## src/logic/mcu_mbox_config.svh

```systemverilog
/*
 * Build-time sizes, user attributes and register map of the mailbox.
 * Included by the bus package and by the RTL that decodes addresses
 * or compares users against the default valid user.
 */
`ifndef MCU_MBOX_CONFIG_SVH
`define MCU_MBOX_CONFIG_SVH

// SRAM geometry, one 32-bit word per entry
`define MBOX_SRAM_SIZE_BYTES 4096
`define MBOX_DATA_W 32
`define MBOX_SRAM_ADDR_W 10

// Request bus widths, address is a byte address
`define MBOX_ADDR_W 16
`define MBOX_USER_W 32

// Programmable valid users plus the always-valid default user
`define MBOX_NUM_VALID_USERS 5
`define MBOX_DEF_VALID_USER 32'hFFFF_FFFF

// Register offsets
`define MBOX_LOCK_OFS 16'h0000
`define MBOX_USER_OFS 16'h0004
`define MBOX_DLEN_OFS 16'h0008
`define MBOX_EXECUTE_OFS 16'h000C

// SRAM window, 8 KB of bus space of which only the SRAM size is backed
`define MBOX_SRAM_BASE 16'h1000
`define MBOX_SRAM_WIN_BYTES 16'h2000

`endif

```

## src/logic/mcu_mbox_bus_pkg.sv

```systemverilog
/*
 * Types carried on the mailbox request bus and the external SRAM port.
 * Widths come from the config header.
 */
`include "mcu_mbox_config.svh"

package mcu_mbox_bus_pkg;

    // User attribute of a request
    typedef logic [`MBOX_USER_W-1:0] mbox_user_t;

    // Byte address on the request bus
    typedef logic [`MBOX_ADDR_W-1:0] mbox_addr_t;

    // Data word, same width on the bus and in the SRAM
    typedef logic [`MBOX_DATA_W-1:0] mbox_data_t;

    // SRAM word address
    typedef logic [`MBOX_SRAM_ADDR_W-1:0] mbox_sram_addr_t;

    // Data length in bytes, a full register word
    typedef logic [`MBOX_DATA_W-1:0] mbox_dlen_t;

    // Strapped list of programmable valid users
    typedef mbox_user_t [`MBOX_NUM_VALID_USERS-1:0] mbox_user_list_t;

endpackage

```

## src/logic/mcu_mbox_ctrl_pkg.sv

```systemverilog
/*
 * Encodings used inside the mailbox control path.
 * Register select is the decoded target of one bus request; the zero
 * state is the SRAM clearing machine.
 */
package mcu_mbox_ctrl_pkg;

    // Decoded request target
    typedef enum logic [2:0] {
        NONE,
        LOCK,
        USER,
        DLEN,
        EXECUTE,
        SRAM
    } mbox_reg_sel_e;

    // SRAM zeroization
    // DONE carries the last zero write
    typedef enum logic [1:0] {
        IDLE,
        ZEROING,
        DONE
    } mbox_zero_state_e;

endpackage

```

## src/logic/mcu_mbox_user_check.sv

```systemverilog
/*
 * Classifies the user of the current request against the valid list,
 * the default user, the strapped root user and the lock holder.
 * Purely combinational, every output qualified with req.
 */
`timescale 1ns/1ps
`include "mcu_mbox_config.svh"

module mcu_mbox_user_check (
    input  logic                              req,
    input  mcu_mbox_bus_pkg::mbox_user_t      req_user,
    input  mcu_mbox_bus_pkg::mbox_user_list_t valid_users,
    input  mcu_mbox_bus_pkg::mbox_user_t      strap_root_user,
    input  mcu_mbox_bus_pkg::mbox_user_t      lock_user,
    output logic                              user_valid,
    output logic                              user_is_root,
    output logic                              user_is_requester
);

    logic list_match;
    logic def_match;
    logic root_match;
    logic lock_match;

    // Any of the programmable users
    always_comb begin
        list_match = 1'b0;
        for (int i = 0; i < `MBOX_NUM_VALID_USERS; i++) begin
            list_match |= (req_user == valid_users[i]);
        end
    end

    // Default user is always valid
    assign def_match  = (req_user == `MBOX_DEF_VALID_USER);
    assign root_match = (req_user == strap_root_user);
    // Holder match alone, the control path adds the lock state
    assign lock_match = (req_user == lock_user);

    assign user_valid        = req & (list_match | def_match | root_match);
    assign user_is_root      = req & root_match;
    assign user_is_requester = req & lock_match;

    // Holder is only ever recorded from a valid request, zero means released
    always_comb begin
        if (user_is_requester && (lock_user != '0)) begin
            assert (user_valid)
            else $error("lock holder matched but user is not valid");
        end
    end

endmodule

```

## src/logic/mcu_mbox_zeroizer.sv

```systemverilog
/*
 * Clears the SRAM after a mailbox release, one word per cycle from word 0
 * up to the end word. Owns the external SRAM port: zero writes while busy,
 * otherwise the gated access from the control module goes straight through.
 */
`timescale 1ns/1ps

module mcu_mbox_zeroizer (
    input  logic                              clk,
    input  logic                              rst_b,
    input  logic                              mbox_release,
    input  mcu_mbox_bus_pkg::mbox_sram_addr_t zero_end_addr,
    input  logic                              acc_cs,
    input  logic                              acc_we,
    input  mcu_mbox_bus_pkg::mbox_sram_addr_t acc_addr,
    input  mcu_mbox_bus_pkg::mbox_data_t      acc_wdata,
    output logic                              sram_cs,
    output logic                              sram_we,
    output mcu_mbox_bus_pkg::mbox_sram_addr_t sram_addr,
    output mcu_mbox_bus_pkg::mbox_data_t      sram_wdata,
    output logic                              zero_busy,
    output logic                              zero_done
);

    mcu_mbox_ctrl_pkg::mbox_zero_state_e state_q;
    mcu_mbox_bus_pkg::mbox_sram_addr_t   zero_addr_q;
    mcu_mbox_bus_pkg::mbox_sram_addr_t   zero_addr_inc;

    assign zero_addr_inc = zero_addr_q + 1'b1;

    ////////////////////////////////////////////////////////////////////////
    // Zeroing FSM

    always_ff @(posedge clk or negedge rst_b) begin
        if (!rst_b) begin
            state_q     <= mcu_mbox_ctrl_pkg::IDLE;
            zero_addr_q <= '0;
        end else begin
            case (state_q)
                mcu_mbox_ctrl_pkg::IDLE: begin
                    // Single word to clear goes straight to the last write
                    if (mbox_release) begin
                        zero_addr_q <= '0;
                        state_q     <= (zero_end_addr == '0) ? mcu_mbox_ctrl_pkg::DONE
                                                             : mcu_mbox_ctrl_pkg::ZEROING;
                    end
                end
                mcu_mbox_ctrl_pkg::ZEROING: begin
                    zero_addr_q <= zero_addr_inc;
                    if (zero_addr_inc == zero_end_addr) begin
                        state_q <= mcu_mbox_ctrl_pkg::DONE;
                    end
                end
                mcu_mbox_ctrl_pkg::DONE: begin
                    state_q <= mcu_mbox_ctrl_pkg::IDLE;
                end
                default: begin
                    state_q <= mcu_mbox_ctrl_pkg::IDLE;
                end
            endcase
        end
    end

    assign zero_busy = (state_q != mcu_mbox_ctrl_pkg::IDLE);
    // Pulses together with the last zero write
    assign zero_done = (state_q == mcu_mbox_ctrl_pkg::DONE);

    ////////////////////////////////////////////////////////////////////////
    // SRAM port mux

    assign sram_cs    = zero_busy | acc_cs;
    assign sram_we    = zero_busy | acc_we;
    assign sram_addr  = zero_busy ? zero_addr_q : acc_addr;
    assign sram_wdata = zero_busy ? '0 : acc_wdata;

    // Control blocks execute writes while zeroing, so no second release
    assert property (@(posedge clk) disable iff (!rst_b) mbox_release |-> !zero_busy)
    else $error("release while zeroing");

    // End word is held stable for the whole clear
    assert property (@(posedge clk) disable iff (!rst_b)
        zero_busy |-> (zero_addr_q <= zero_end_addr))
    else $error("zero address passed end word");

endmodule

```

## src/logic/mcu_mbox_ctrl.sv

```systemverilog
/*
 * Mailbox register file and lock control. Decodes each request, gates
 * register and SRAM access to the lock holder or the root user, issues the
 * release to the zeroizer and returns read data one cycle after the request.
 */
`timescale 1ns/1ps
`include "mcu_mbox_config.svh"

module mcu_mbox_ctrl (
    input  logic                              clk,
    input  logic                              rst_b,
    input  logic                              req,
    input  logic                              req_write,
    input  mcu_mbox_bus_pkg::mbox_addr_t      req_addr,
    input  mcu_mbox_bus_pkg::mbox_data_t      req_wdata,
    input  mcu_mbox_bus_pkg::mbox_user_t      req_user,
    input  mcu_mbox_bus_pkg::mbox_user_t      strap_root_user,
    input  logic                              user_valid,
    input  logic                              user_is_root,
    input  logic                              user_is_requester,
    input  logic                              zero_busy,
    input  logic                              zero_done,
    input  mcu_mbox_bus_pkg::mbox_data_t      sram_rdata,
    output mcu_mbox_bus_pkg::mbox_user_t      lock_user,
    output logic                              mbox_release,
    output mcu_mbox_bus_pkg::mbox_sram_addr_t zero_end_addr,
    output logic                              acc_cs,
    output logic                              acc_we,
    output mcu_mbox_bus_pkg::mbox_sram_addr_t acc_addr,
    output mcu_mbox_bus_pkg::mbox_data_t      acc_wdata,
    output logic                              resp_error,
    output logic                              resp_rd_valid,
    output mcu_mbox_bus_pkg::mbox_data_t      resp_rdata,
    output logic                              root_data_available,
    output logic                              soc_data_available,
    output logic                              soc_req_locked
);

    mcu_mbox_ctrl_pkg::mbox_reg_sel_e sel;
    mcu_mbox_bus_pkg::mbox_addr_t     win_ofs;
    mcu_mbox_bus_pkg::mbox_dlen_t     dlen_q;
    mcu_mbox_bus_pkg::mbox_dlen_t     max_dlen_q;
    mcu_mbox_bus_pkg::mbox_dlen_t     max_dlen;
    mcu_mbox_bus_pkg::mbox_dlen_t     end_bytes;
    mcu_mbox_bus_pkg::mbox_data_t     reg_rdata;
    mcu_mbox_bus_pkg::mbox_data_t     reg_rdata_q;
    logic lock_q;
    logic lock_init_q;
    logic execute_q;
    logic lock_eff;
    logic valid_req;
    logic acc_ok;
    logic lock_rd;
    logic sram_ok;
    logic sram_rd_q;

    ////////////////////////////////////////////////////////////////////////
    // Request decode

    assign win_ofs = req_addr - `MBOX_SRAM_BASE;

    always_comb begin
        sel = mcu_mbox_ctrl_pkg::NONE;
        if ((req_addr >= `MBOX_SRAM_BASE) &&
            (req_addr < (`MBOX_SRAM_BASE + `MBOX_SRAM_WIN_BYTES))) begin
            sel = mcu_mbox_ctrl_pkg::SRAM;
        end else begin
            case (req_addr)
                `MBOX_LOCK_OFS:    sel = mcu_mbox_ctrl_pkg::LOCK;
                `MBOX_USER_OFS:    sel = mcu_mbox_ctrl_pkg::USER;
                `MBOX_DLEN_OFS:    sel = mcu_mbox_ctrl_pkg::DLEN;
                `MBOX_EXECUTE_OFS: sel = mcu_mbox_ctrl_pkg::EXECUTE;
                default:           sel = mcu_mbox_ctrl_pkg::NONE;
            endcase
        end
    end

    // Invalid users get an error and touch nothing
    assign valid_req  = req & user_valid;
    assign resp_error = req & !user_valid;

    // Lock stays set while clearing but grants nothing
    assign lock_eff = lock_q & !zero_busy;
    assign acc_ok   = valid_req & lock_eff & (user_is_requester | user_is_root);
    assign lock_rd  = valid_req & !req_write & (sel == mcu_mbox_ctrl_pkg::LOCK);

    // Release on execute written to 0
    assign mbox_release = acc_ok & req_write & (sel == mcu_mbox_ctrl_pkg::EXECUTE) &
                          !req_wdata[0];

    ////////////////////////////////////////////////////////////////////////
    // Lock, holder, dlen and execute

    always_ff @(posedge clk or negedge rst_b) begin
        if (!rst_b) begin
            lock_init_q <= 1'b1;
            lock_q      <= 1'b1;
            lock_user   <= '0;
            dlen_q      <= '0;
            execute_q   <= 1'b0;
        end else begin
            lock_init_q <= 1'b0;
            // Lock only drops once the SRAM is clean
            if (zero_done) begin
                lock_q <= 1'b0;
            end else if (lock_rd && !lock_q) begin
                lock_q <= 1'b1;
            end
            // Root owns the mailbox out of reset
            if (lock_init_q) begin
                lock_user <= strap_root_user;
            end else if (mbox_release) begin
                lock_user <= '0;
            end else if (lock_rd && !lock_q) begin
                lock_user <= req_user;
            end
            if (mbox_release) begin
                dlen_q    <= '0;
                execute_q <= 1'b0;
            end else if (acc_ok && req_write) begin
                if (sel == mcu_mbox_ctrl_pkg::DLEN) begin
                    dlen_q <= req_wdata;
                end
                if (sel == mcu_mbox_ctrl_pkg::EXECUTE) begin
                    execute_q <= req_wdata[0];
                end
            end
        end
    end

    // Largest dlen seen during this lock, current dlen included
    assign max_dlen = (dlen_q > max_dlen_q) ? dlen_q : max_dlen_q;

    always_ff @(posedge clk or negedge rst_b) begin
        if (!rst_b) begin
            max_dlen_q <= '0;
        end else if (zero_done) begin
            max_dlen_q <= '0;
        end else begin
            max_dlen_q <= max_dlen;
        end
    end

    // Last byte to clear, as a word address
    assign end_bytes     = max_dlen - 1'b1;
    assign zero_end_addr = end_bytes[`MBOX_SRAM_ADDR_W+1:2];

    ////////////////////////////////////////////////////////////////////////
    // SRAM access gating

    assign sram_ok   = acc_ok & (sel == mcu_mbox_ctrl_pkg::SRAM) &
                       (win_ofs < `MBOX_SRAM_SIZE_BYTES);
    assign acc_cs    = sram_ok;
    assign acc_we    = sram_ok & req_write;
    assign acc_addr  = sram_ok ? win_ofs[`MBOX_SRAM_ADDR_W+1:2] : '0;
    assign acc_wdata = sram_ok ? req_wdata : '0;

    ////////////////////////////////////////////////////////////////////////
    // Read return

    // Lock and holder are open to any valid user
    always_comb begin
        case (sel)
            mcu_mbox_ctrl_pkg::LOCK:    reg_rdata = mcu_mbox_bus_pkg::mbox_data_t'(lock_q);
            mcu_mbox_ctrl_pkg::USER:    reg_rdata = lock_user;
            mcu_mbox_ctrl_pkg::DLEN:    reg_rdata = acc_ok ? dlen_q : '0;
            mcu_mbox_ctrl_pkg::EXECUTE: reg_rdata = acc_ok ?
                mcu_mbox_bus_pkg::mbox_data_t'(execute_q) : '0;
            default:                    reg_rdata = '0;
        endcase
    end

    always_ff @(posedge clk or negedge rst_b) begin
        if (!rst_b) begin
            resp_rd_valid <= 1'b0;
            sram_rd_q     <= 1'b0;
        end else begin
            resp_rd_valid <= valid_req & !req_write;
            sram_rd_q     <= sram_ok & !req_write;
        end
    end

    // Register value as it was before this request's own update
    always_ff @(posedge clk) begin
        reg_rdata_q <= reg_rdata;
    end

    assign resp_rdata = sram_rd_q ? sram_rdata : reg_rdata_q;

    ////////////////////////////////////////////////////////////////////////
    // Status

    assign root_data_available = execute_q & (lock_user == strap_root_user);
    assign soc_data_available  = execute_q & (lock_user != strap_root_user);
    // SoC knocking while root holds the lock
    assign soc_req_locked = lock_rd & lock_eff & (lock_user == strap_root_user) &
                            !user_is_root;

    // Zeroizer takes up every release on the next cycle
    assert property (@(posedge clk) disable iff (!rst_b)
        mbox_release |=> zero_busy)
    else $error("release not taken up by the zeroizer");

endmodule

```

## src/logic/mcu_mbox_top.sv

```systemverilog
/*
 * Mailbox top level: user checker and zeroizer side by side, combined
 * by the control module. Connects the request bus, the external SRAM,
 * the user straps and the status outputs.
 */
`timescale 1ns/1ps

module mcu_mbox_top (
    input  logic                              clk,
    input  logic                              rst_b,
    // Request bus
    input  logic                              req,
    input  logic                              req_write,
    input  mcu_mbox_bus_pkg::mbox_addr_t      req_addr,
    input  mcu_mbox_bus_pkg::mbox_data_t      req_wdata,
    input  mcu_mbox_bus_pkg::mbox_user_t      req_user,
    output logic                              resp_error,
    output mcu_mbox_bus_pkg::mbox_data_t      resp_rdata,
    output logic                              resp_rd_valid,
    // External SRAM
    output logic                              sram_cs,
    output logic                              sram_we,
    output mcu_mbox_bus_pkg::mbox_sram_addr_t sram_addr,
    output mcu_mbox_bus_pkg::mbox_data_t      sram_wdata,
    input  mcu_mbox_bus_pkg::mbox_data_t      sram_rdata,
    // Straps
    input  mcu_mbox_bus_pkg::mbox_user_t      strap_root_user,
    input  mcu_mbox_bus_pkg::mbox_user_list_t valid_users,
    // Status
    output logic                              root_data_available,
    output logic                              soc_data_available,
    output logic                              soc_req_locked
);

    logic                              user_valid;
    logic                              user_is_root;
    logic                              user_is_requester;
    mcu_mbox_bus_pkg::mbox_user_t      lock_user;
    logic                              mbox_release;
    mcu_mbox_bus_pkg::mbox_sram_addr_t zero_end_addr;
    logic                              acc_cs;
    logic                              acc_we;
    mcu_mbox_bus_pkg::mbox_sram_addr_t acc_addr;
    mcu_mbox_bus_pkg::mbox_data_t      acc_wdata;
    logic                              zero_busy;
    logic                              zero_done;

    mcu_mbox_user_check u_user_check (
        .req               (req),
        .req_user          (req_user),
        .valid_users       (valid_users),
        .strap_root_user   (strap_root_user),
        .lock_user         (lock_user),
        .user_valid        (user_valid),
        .user_is_root      (user_is_root),
        .user_is_requester (user_is_requester)
    );

    mcu_mbox_zeroizer u_zeroizer (
        .clk           (clk),
        .rst_b         (rst_b),
        .mbox_release  (mbox_release),
        .zero_end_addr (zero_end_addr),
        .acc_cs        (acc_cs),
        .acc_we        (acc_we),
        .acc_addr      (acc_addr),
        .acc_wdata     (acc_wdata),
        .sram_cs       (sram_cs),
        .sram_we       (sram_we),
        .sram_addr     (sram_addr),
        .sram_wdata    (sram_wdata),
        .zero_busy     (zero_busy),
        .zero_done     (zero_done)
    );

    mcu_mbox_ctrl u_ctrl (
        .clk                 (clk),
        .rst_b               (rst_b),
        .req                 (req),
        .req_write           (req_write),
        .req_addr            (req_addr),
        .req_wdata           (req_wdata),
        .req_user            (req_user),
        .strap_root_user     (strap_root_user),
        .user_valid          (user_valid),
        .user_is_root        (user_is_root),
        .user_is_requester   (user_is_requester),
        .zero_busy           (zero_busy),
        .zero_done           (zero_done),
        .sram_rdata          (sram_rdata),
        .lock_user           (lock_user),
        .mbox_release        (mbox_release),
        .zero_end_addr       (zero_end_addr),
        .acc_cs              (acc_cs),
        .acc_we              (acc_we),
        .acc_addr            (acc_addr),
        .acc_wdata           (acc_wdata),
        .resp_error          (resp_error),
        .resp_rd_valid       (resp_rd_valid),
        .resp_rdata          (resp_rdata),
        .root_data_available (root_data_available),
        .soc_data_available  (soc_data_available),
        .soc_req_locked      (soc_req_locked)
    );

endmodule

```

## config.mk

```make
export PLATFORM = sky130hd
export DESIGN_NAME = mcu_mbox_top
export DESIGN_NICKNAME = d
export VERILOG_FILES = /design/src/logic/mcu_mbox_bus_pkg.sv /design/src/logic/mcu_mbox_ctrl_pkg.sv /design/src/logic/mcu_mbox_user_check.sv /design/src/logic/mcu_mbox_zeroizer.sv /design/src/logic/mcu_mbox_ctrl.sv /design/src/logic/mcu_mbox_top.sv
export VERILOG_INCLUDE_DIRS = /design/src /design/src/logic
export SDC_FILE = /design/constraint.sdc
export NUM_CORES = 1
export LEC_CHECK = 0
export ABC_AREA = 0
export BUFFER_PORTS_ARGS = -buffer_cell sky130_fd_sc_hd__buf_2
export CAP_MARGIN = 15
export CELL_PAD_IN_SITES_DETAIL_PLACEMENT = 0
export CELL_PAD_IN_SITES_GLOBAL_PLACEMENT = 1
export CORE_ASPECT_RATIO = 0.75
export CORE_MARGIN = 8
export CORE_UTILIZATION = 40
export CTS_CLUSTER_DIAMETER = 30
export DETAILED_ROUTE_END_ITERATION = 7
export PLACE_DENSITY_LB_ADDON = 0.3
export SKIP_LAST_GASP = 1
export SLEW_MARGIN = 15
export SYNTH_ARGS = -nofsm -noshare
export SYNTH_HDL_FRONTEND = slang
export SYNTH_SLANG_ARGS = --single-unit
```

## constraint.sdc

```tcl
create_clock -name clk -period 8.46 [get_ports clk]
set_input_delay 0.846 -clock clk [delete_from_list [all_inputs] [get_ports clk]]
set_output_delay 0.846 -clock clk [all_outputs]
set_load 0.02 [all_outputs]
```

==> results.toml, run 1 <==
[status]
status = "complete, no violations"

[synthesis]
syn_area_per_cell_um2 = 8.99
synth-edff-count = 0
yosysUniqueCellTypes = 71
synth_flop_cell = "dfrtp_1"
async_flop_share = 0.779
postSynthCellCount = 1272
synthesis.nets = 1613
yosysWarnings = 0
syn_area_um2 = 11400
synth-seq-cells = 145
seq_area_frac_synth = 0.303

[hold_path]
hp-class = "flop to flop"

[sta]
rsz0062_at_grt = "false"
skew_ps = 12.8
slew_headroom = 0.242
fin_crit_sh = 0.593
finalSetupViolCount = 0
finalSetupTns_ps = 0
min_period_ps = 5020
hold_viol = 0
tightestPinTransition_ps = 1130
setup_slack_ps = 3440
fmax_mhz = 199
slew_violations = 0

[critical_path]
crit_buf_inv = 3
crit_top_cell = "buf_2"
cpPeakStageDelay_ps = 920
critical-path-top-delay-family = "simple AND/OR/NAND/NOR gates"
slowest_stage = "nor4_1"
crit_path_end_kind = "primary output"
worst_setup_path_start_kind = "primary input"
cp_cell_sequence = "buf_2 -> xor2_1 -> nor4_1 -> nand4_1 -> nor3_1 -> o21bai_1 -> a211oi_2 -> and3_1 -> buf_4 -> nand2_1 -> o21ai_0 -> buf_2"
worstSetupPathType = "primary input to primary output"
cp_max_fo = 45
critical_path_arrival_ps = 4170
worstPathRequired_ps = 7610

[floorplan]
core_region_area_um2 = 28100
start_util = 0.408
io_pins = 389
std_cell_rows = 53
dieArea_um2 = 34300
die_h_um = 162
dieWidth_um = 211

[power_and_ir_drop]
p_per_area_nw_per_um2 = 133
cellLeakagePower_nw = 7.19
ir_worst_vdd_mv = 0.128

[routing]
first_pass_iters = 5
viasPerCell = 5.42
via_count = 10831
wl_per_cell_um = 23.2
antenna_left = 0
drtIter0Drc = 891
wl_mm = 46.4
drc = 0

[grt]
grt_pass1_vias = 10779
track_usage = 0.259
grt_first_pass_wirelength_mm = 67.5
antenna_found_initial = 4
grt_overflow = 0
grt_max_degree = 69

[final_layout]
final_util = 0.504
design_area_um2 = 14100
area_growth_pct = 23.7
drive_above_1_share = 0.305
fill_cells = 2712
final_nets = 1940
instances_no_fill = 2000

[clocking]
cts_resized = 0
clock_sinks = 145
numCtsBuffers = 17
clk_pin_slew_ps = 60
clock_latency_ps = 430
postCtsSetupBuffers = 0
clock_path_buffers = 2
root_buffer = "clkbuf_16"
h-tree-depth = 4
cts_tree = "built"
holdBufCountCts = 0

[placement]
port_buffers = 388
dp_hpwl_mm = 36.4
pre_cts_slack_ps = 3430
place_congestion = 0.942
place_area_um2 = 13500
placed_cells = 1964

[flow_run]
drv_cap = 0
-- placed cells by master (no fill, tap or decap), types with 39 or more instances in the layout --
master / n
nand4_1: 45
nor2_1: 94
buf_2: 388
dfrtp_1: 111
xnor2_1: 84
a21oi_1: 47
mux2i_1: 67
nand2_1: 73
inv_1: 39
nor4_1: 59
xor2_1: 201
a22o_1: 39
-- Yosys cell counts (33+ instances only) --
library cell | n | share of area
a21oi_1 | 47 | 0.021
a22o_1 | 39 | 0.030
and2_1 | 33 | 0.018
buf_2 | 50 | 0.022
dfrtp_1 | 111 | 0.24
ha_1 | 33 | 0.036
inv_1 | 39 | 0.013
mux2_2 | 34 | 0.033
mux2i_1 | 67 | 0.059
nand2_1 | 73 | 0.024
nand4_1 | 45 | 0.025
nor2_1 | 94 | 0.031
nor3b_1 | 34 | 0.022
nor4_1 | 59 | 0.032
xnor2_1 | 84 | 0.064
xor2_1 | 201 | 0.15
-- final cells by class --
type                            instances  area (µm²)  area share
Multi-Input combinational cell        998        7380       0.522
Sequential cell                       145        3470       0.245
Timing Repair Buffer                  398        2020       0.143
Clock buffer                           21         503      0.0356
Tap cell                              385         482      0.0341
Inverter                               39         146      0.0103
Clock inverter                         11         138     0.00973
Antenna cell                            3        7.51    0.000531
-- final timing paths --
path	startpoint	end	slack (ps)	depth (start not counted)
max	req_user[24]	sram_addr[1]	3440	12
min	u_ctrl.max_dlen_q[30]	u_ctrl.max_dlen_q[30]	520	2
max reg2reg	u_ctrl.lock_user[16]	u_ctrl.lock_user[24]	3870	12
min reg2reg	u_ctrl.max_dlen_q[30]	u_ctrl.max_dlen_q[30]	520	2
max in group asynchronous	rst_b	u_ctrl.max_dlen_q[7]	6720	2
min in group asynchronous	rst_b	u_ctrl.dlen_q[23]	560	1
-- power by group --
| part | internal, W | total [W] | switching (W) |
|---|---|---|---|
| logic | 0.000138 | 0.000317 | 0.000179 |
| clock network | 0.000492 | 0.000818 | 0.000327 |
| registers | 0.000707 | 0.000742 | 0.0000350 |
-- state kept, by name, indices dropped and copies added (netlist names) --
signal	flops
u_ctrl.lock_user	32
u_ctrl.execute_q	1
u_ctrl.lock_init_q	1
u_ctrl.max_dlen_q	32
u_ctrl.resp_rd_valid	1
u_ctrl.dlen_q	32
u_zeroizer.zero_addr_q	10
u_ctrl.reg_rdata_q	32
u_ctrl.sram_rd_q	1
u_zeroizer.state_q	2
u_ctrl.lock_q	1
-- worst reg2reg max path, stage by stage, from the launching register on --
cell      delay [ps]
dfrtp_1          470
xor2_1           180
nor4_1           950
nand3_1          150
nor3_1           250
o21bai_1         100
a211oi_2         420
and4b_2          560
buf_4            610
a211oi_4         150
buf_4            330
nand2_1          170
o21ai_0           90
-- cell families (layout without fill, tap and decap cells) --
group / Yosys count / after routing / share of synthesized area
AOI/OAI and AO/OA: 189 / 189 / 0.114
adders and majority gates: 33 / 33 / 0.0361
muxes: 101 / 101 / 0.0921
other: 1 / 4 / 0.000328
xor gates and xnor gates: 285 / 285 / 0.218
DFF: 145 / 145 / 0.303
and+or+nand+nor: 389 / 389 / 0.184
buffers and inverters: 129 / 469 / 0.0524
-- per-layer routing --
metal | routed length, µm | GRT usage
met1 | 21700 | 0.373
met2 | 19800 | 0.375
met3 | 4010 | 0.0706
met4 | 911 | 0.0689
met5 | 10 | 0
-- through the flow --
| stage | total power (W) | hold slack [ps] |
|---|---|---|
| finish | 0.00188 | 525 |
| global route | 0.00194 | 541 |
| CTS | 0.00188 | 531 |
| detailed placement | 0.00107 | 517 |
| global placement | 0.00106 | 504 |
| floorplan | 0.000903 | 490 |
Power figures use the tool's default switching activity.
==> run 2, diff against run 1 <==
--- a/config.mk
+++ b/config.mk
@@ -13,7 +13,7 @@
 export CELL_PAD_IN_SITES_GLOBAL_PLACEMENT = 1
 export CORE_ASPECT_RATIO = 0.75
 export CORE_MARGIN = 8
-export CORE_UTILIZATION = 40
+export CORE_UTILIZATION = 34
 export CTS_CLUSTER_DIAMETER = 30
 export DETAILED_ROUTE_END_ITERATION = 7
 export PLACE_DENSITY_LB_ADDON = 0.3
==> constraint.sdc (replaced) <==
create_clock -name clk -period 4.14 [get_ports clk]
set_input_delay 0.414 -clock clk [delete_from_list [all_inputs] [get_ports clk]]
set_output_delay 0.414 -clock clk [all_outputs]
set_load 0.02 [all_outputs]
==> run 2 against run 1 <==
Sequential share of layout area down 0.40 points. Setup slack lost 3400 ps. Combinational power is 110% higher. Global-route usage down 1.8 points. Utilization shrank 7.3 points. Clock skew increased by 1.5 ps. Final cell count increased by 4.3%. Cell area rose by 1.7%. Non-clock buffer count grew 20. Clock-buffer cell count down 4. Critical path type unchanged. Critical endpoint is now sram_wdata[20]. Largest cell class unchanged.
==> results.toml, run 2 (synthesized netlist as in run 1, its figures left out) <==
[sta]
fmax_mhz = 246
slew_violations = 0
hold_viol = 0
slew_headroom = 0.369
finalSetupTns_ps = 0
setup_slack_ps = 68.7
tightestPinTransition_ps = 944
finalSetupViolCount = 0
min_period_ps = 4070
rsz0062_at_grt = "false"
skew_ps = 14.3
fin_crit_sh = 0.983
whs_ps = 59.3

[grt]
grt_overflow = 0
grt_max_degree = 63
antenna_found_initial = 4
grt_first_pass_wirelength_mm = 72.9
track_usage = 0.241
grt_pass1_vias = 11035

[routing]
viasPerCell = 5.22
wl_mm = 49.7
via_count = 10887
antenna_left = 0
first_pass_iters = 5
drtIter0Drc = 902
wl_per_cell_um = 23.8
drc = 0

[critical_path]
worstPathRequired_ps = 3730
cp_max_fo = 45
crit_path_end_kind = "primary output"
worst_setup_path_start_kind = "primary input"
critical_path_arrival_ps = 3660
cp_cell_sequence = "buf_2 -> xor2_1 -> nor4_1 -> nand4_1 -> o22ai_1 -> a211oi_2 -> a211oi_2 -> and3_1 -> buf_12 -> and2_1 -> buf_2"
worstSetupPathType = "primary input to primary output"
slowest_stage = "nor4_1"
cpPeakStageDelay_ps = 620

[hold_path]
hp-class = "primary input to async pin"

[clocking]
h-tree-depth = 4
postCtsSetupBuffers = 0
clock_path_buffers = 2
clk_pin_slew_ps = 60
numCtsBuffers = 17
clock_sinks = 145
root_buffer = "clkbuf_16"
cts_tree = "built"
clock_latency_ps = 450

[final_layout]
area_growth_pct = 25.7
final_cell_mix = "buf_2 (387), xor2_1 (201), dfrtp_1 (111), nor2_1 (94), xnor2_1 (84)"
final_util = 0.432
mostFrequentLayoutCell = "buf_2"
final_nets = 1960
drive_above_1_share = 0.314

[floorplan]
dieArea_um2 = 39800
io_pins = 389
std_cell_rows = 58
start_util = 0.343
core_region_area_um2 = 33300
die_h_um = 175
dieWidth_um = 228

[flow_run]
drv_cap = 0

[power_and_ir_drop]
cellLeakagePower_nw = 7.27
p_per_area_nw_per_um2 = 265
sw_frac_of_total = 0.307
cellInternalPower_w = 0.00264
p_switching_w = 0.00117
p_comb_frac = 0.178
power_frac_seq = 0.399
clock_power_share = 0.423
ir_worst_vdd_mv = 0.192

[status]
status = "complete, no violations"

[placement]
port_buffers = 388
dp_hpwl_mm = 39.6
place_congestion = 0.926
pre_cts_slack_ps = 313
-- run 2: cell count changes in the layout (fill, tap and decap cells not counted) --
cell | before | now
diode_2 | 3 | 4
clkinvlp_4 | 1 | 3
buf_2 | 388 | 387
clkinv_2 | 0 | 1
inv_8 | 0 | 2
nor4_2 | 1 | 2
inv_6 | 4 | 6
nor4_1 | 59 | 58
buf_12 | 0 | 3
clkinv_4 | 4 | 1
buf_4 | 10 | 28
clkbuf_16 | 19 | 17
clkbuf_8 | 2 | 0
-- run 2: area by class of cell --
| type | instances | area (µm²) |
|---|---|---|
| Clock buffer | 17 | 425 |
| Fill cell | 3348 | 18900 |
| Sequential cell | 145 | 3470 |
| Timing Repair Buffer | 418 | 2210 |
| Antenna cell | 4 | 10.0 |
| Clock inverter | 15 | 171 |
| Tap cell | 450 | 563 |
| Multi-Input combinational cell | 998 | 7390 |
| Inverter | 39 | 146 |
-- run 2: through the flow --
stage / total power, W / cell area, µm² / cells
floorplan: 0.00184 / 11400 / 1272
global placement: 0.00221 / 13800 / 2050
detailed placement: 0.00221 / 13800 / 2050
CTS: 0.00383 / 14400 / 2082
global route: 0.00396 / 14400 / 2085
finish: 0.00381 / 14400 / 2086
-- run 2: layer usage --
| metal | track usage | share of wire | up-vias |
|---|---|---|---|
| met1 | 0.351 | 0.48 | 5253 |
| li1 | - | - | 5146 |
| met3 | 0.0713 | 0.081 | 52 |
| met2 | 0.345 | 0.42 | 436 |
| met5 | 0 | 0 | - |
| met4 | 0.0500 | 0.016 | 0 |
-- run 2: what timing repair did --
item                                    4_1_cts  5_1_grt
hold buffers                                  0        0
endpoints found under the setup margin        0       44
gates resized for setup                       0        1
-- run 2: power by group through the flow --
stage / Clock [W] / Combinational [W] / Sequential [W]
6_report: 0.00161 / 0.000677 / 0.00152
5_1_grt: 0.00171 / 0.000727 / 0.00153
4_1_cts: 0.00165 / 0.000664 / 0.00152
3_5_place_dp: 0 / 0.000659 / 0.00155
3_3_place_gp: 0 / 0.000660 / 0.00155
2_1_floorplan: 0 / 0.000335 / 0.00151
-- run 2: worst max-delay path, delay by kind of cell --
| family | cells | cell delay, ps |
|---|---|---|
| buffers and inverters | 3 | 730 |
| AO/OA/AOI/OAI | 3 | 910 |
| XOR/XNOR | 1 | 120 |
| AND/OR/NAND/NOR | 4 | 1450 |
-- run 2: path summary, 6_finish.rpt --
path / start / endpoint / slack [ps] / cells after the start
max: req_user[27] / sram_wdata[20] / 70 / 11
min: rst_b / u_ctrl.dlen_q[28] / 60 / 1
max reg2reg: u_ctrl.max_dlen_q[11] / u_zeroizer.state_q[0] / 510 / 13
min reg2reg: u_ctrl.max_dlen_q[30] / u_ctrl.max_dlen_q[30] / 520 / 2
max in group asynchronous: rst_b / u_ctrl.lock_q / 3240 / 2
min in group clk: req_wdata[17] / u_ctrl.dlen_q[17] / 230 / 3
==> run 3, diff against run 2 <==
--- a/config.mk
+++ b/config.mk
@@ -12,9 +12,9 @@
 export CELL_PAD_IN_SITES_DETAIL_PLACEMENT = 0
 export CELL_PAD_IN_SITES_GLOBAL_PLACEMENT = 1
 export CORE_ASPECT_RATIO = 0.75
-export CORE_MARGIN = 8
 export CORE_UTILIZATION = 34
 export CTS_CLUSTER_DIAMETER = 30
+export CTS_CLUSTER_SIZE = 25
 export DETAILED_ROUTE_END_ITERATION = 7
 export PLACE_DENSITY_LB_ADDON = 0.3
 export SKIP_LAST_GASP = 1
==> run 3 against run 2 <==
Global-route usage increased by 2.6 points. Clock power about the same. Routed wire length decreased by 6.4%. Sequential share of layout area decreased by 0.13 points. Maximum frequency increased by 3.3%. Setup slack improved by 130 ps. Highest routed layer unchanged.
==> results.toml, run 3 (synthesized netlist as in run 1, its figures left out) <==
[sta]
fmax_mhz = 254
whs_ps = 134
finalSetupTns_ps = 0
fin_crit_sh = 0.952
slew_violations = 0
skew_ps = 11.2
setup_slack_ps = 198
rsz0062_at_grt = "false"
min_period_ps = 3940
finalSetupViolCount = 0
tightestPinTransition_ps = 1130
hold_viol = 0
slew_headroom = 0.237

[clocking]
clock_path_buffers = 2
cts_tree = "built"
clock_latency_ps = 420
clk_pin_slew_ps = 70
clock_sinks = 145
root_buffer = "clkbuf_16"
numCtsBuffers = 17
h-tree-depth = 4

[final_layout]
mostFrequentLayoutCell = "buf_2"
final_cell_mix = "buf_2 (387), xor2_1 (201), dfrtp_1 (111), nor2_1 (94), xnor2_1 (84)"
drive_above_1_share = 0.316
final_nets = 1967
area_growth_pct = 26.4

[critical_path]
worstSetupPathType = "flop to primary output"
crit_path_end_kind = "primary output"
cp_max_fo = 45
worst_setup_path_start_kind = "flop"
critical_path_arrival_ps = 3530
worstPathRequired_ps = 3730

[floorplan]
dieWidth_um = 214
std_cell_rows = 57
die_h_um = 161
start_util = 0.349
dieArea_um2 = 34400
io_pins = 389
core_region_area_um2 = 32700

[routing]
drtIter0Drc = 887
first_pass_iters = 5
drc = 0
viasPerCell = 5.20
wl_per_cell_um = 22.3
via_count = 10837
antenna_left = 0
wl_mm = 46.5

[power_and_ir_drop]
ir_worst_vdd_mv = 0.188
p_switching_w = 0.00111
sw_frac_of_total = 0.293
power_frac_seq = 0.400
clock_power_share = 0.420
p_per_area_nw_per_um2 = 263
cellLeakagePower_nw = 7.33
cellInternalPower_w = 0.00269
p_total_w = 0.00380
p_comb_frac = 0.180

[placement]
dp_hpwl_mm = 37.4
place_congestion = 0.969
port_buffers = 388
pre_cts_slack_ps = 331

[grt]
grt_overflow = 0
track_usage = 0.267
grt_pass1_vias = 10266
grt_first_pass_wirelength_mm = 66.9
antenna_found_initial = 1
grt_max_degree = 71

[status]
status = "complete, no violations"

[flow_run]
drv_cap = 0

[hold_path]
hp-class = "primary input to async pin"
run 3: cell types whose count changed in the layout (fill, tap and decap cells not counted), sizes merged:
cell,previous run,this run
clkbuf,17,21
clkinvlp,3,1
bufinv,2,1
diode,4,2
inv,47,46
buf,418,425
run 3: routing by layer:
| metal | wire, µm | vias to the layer above | part of all wire | track usage |
|---|---|---|---|---|
| met4 | 482 | 0 | 0.010 | 0.0451 |
| met3 | 3800 | 33 | 0.082 | 0.0729 |
| met1 | 22900 | 5213 | 0.49 | 0.403 |
| li1 | - | 5146 | - | - |
| met2 | 19400 | 445 | 0.42 | 0.378 |
| met5 | 0 | - | 0 | 0 |
run 3: through the flow:
step / instance area [µm²] / util / std cells
finish: 14500 / 0.442 / 2083
global route: 14500 / 0.442 / 2082
CTS: 14500 / 0.441 / 2081
detailed placement: 13800 / 0.423 / 2049
global placement: 13800 / 0.423 / 2049
floorplan: 11400 / - / 1272
run 3: path summary, 6_finish.rpt:
kind	slack [ps]	startpoint	to	cells after the start
worst max-delay path	200	u_ctrl.lock_user[31]	sram_addr[0]	11
worst max register to register	630	u_ctrl.max_dlen_q[11]	u_zeroizer.state_q[0]	13
worst min register to register	520	u_ctrl.max_dlen_q[26]	u_ctrl.max_dlen_q[26]	2
max in group asynchronous	3210	rst_b	u_ctrl.max_dlen_q[7]	2
min in group clk	240	req_wdata[31]	u_ctrl.dlen_q[31]	3
worst min-delay path	130	rst_b	u_ctrl.dlen_q[23]	1
run 3: power by group through the flow:
| stage | Combinational [W] | Sequential, W | Clock, W |
|---|---|---|---|
| floorplan | 0.000335 | 0.00151 | 0 |
| global placement | 0.000669 | 0.00155 | 0 |
| detailed placement | 0.000665 | 0.00155 | 0 |
| CTS | 0.000669 | 0.00152 | 0.00164 |
| global route | 0.000733 | 0.00152 | 0.00170 |
| finish | 0.000684 | 0.00152 | 0.00160 |
run 3: layout make-up:
class,instances,area [µm²]
antenna,2,5.00
inverter,39,146
sequential,145,3470
tap,442,553
fill,3272,18300
clock buffer,21,504
timing repair buffer,425,2280
multi-input combinational,998,7390
clock inverter,11,109
run 3: worst max-delay path: stages (launching register included):
cell,delay [ps]
dfrtp_1,480
xor2_1,180
nor4_1,280
buf_4,190
nand4_1,230
nor3_1,420
o21bai_1,130
a211oi_2,390
and3_1,280
buf_12,200
a22o_1,160
buf_2,160
run 3: repair_timing:
action                                  in CTS  in global routing
buffers inserted                             0                  0
hold buffers                                 0                  0
gates resized for setup                      0                  1
endpoints found under the setup margin       0                 29
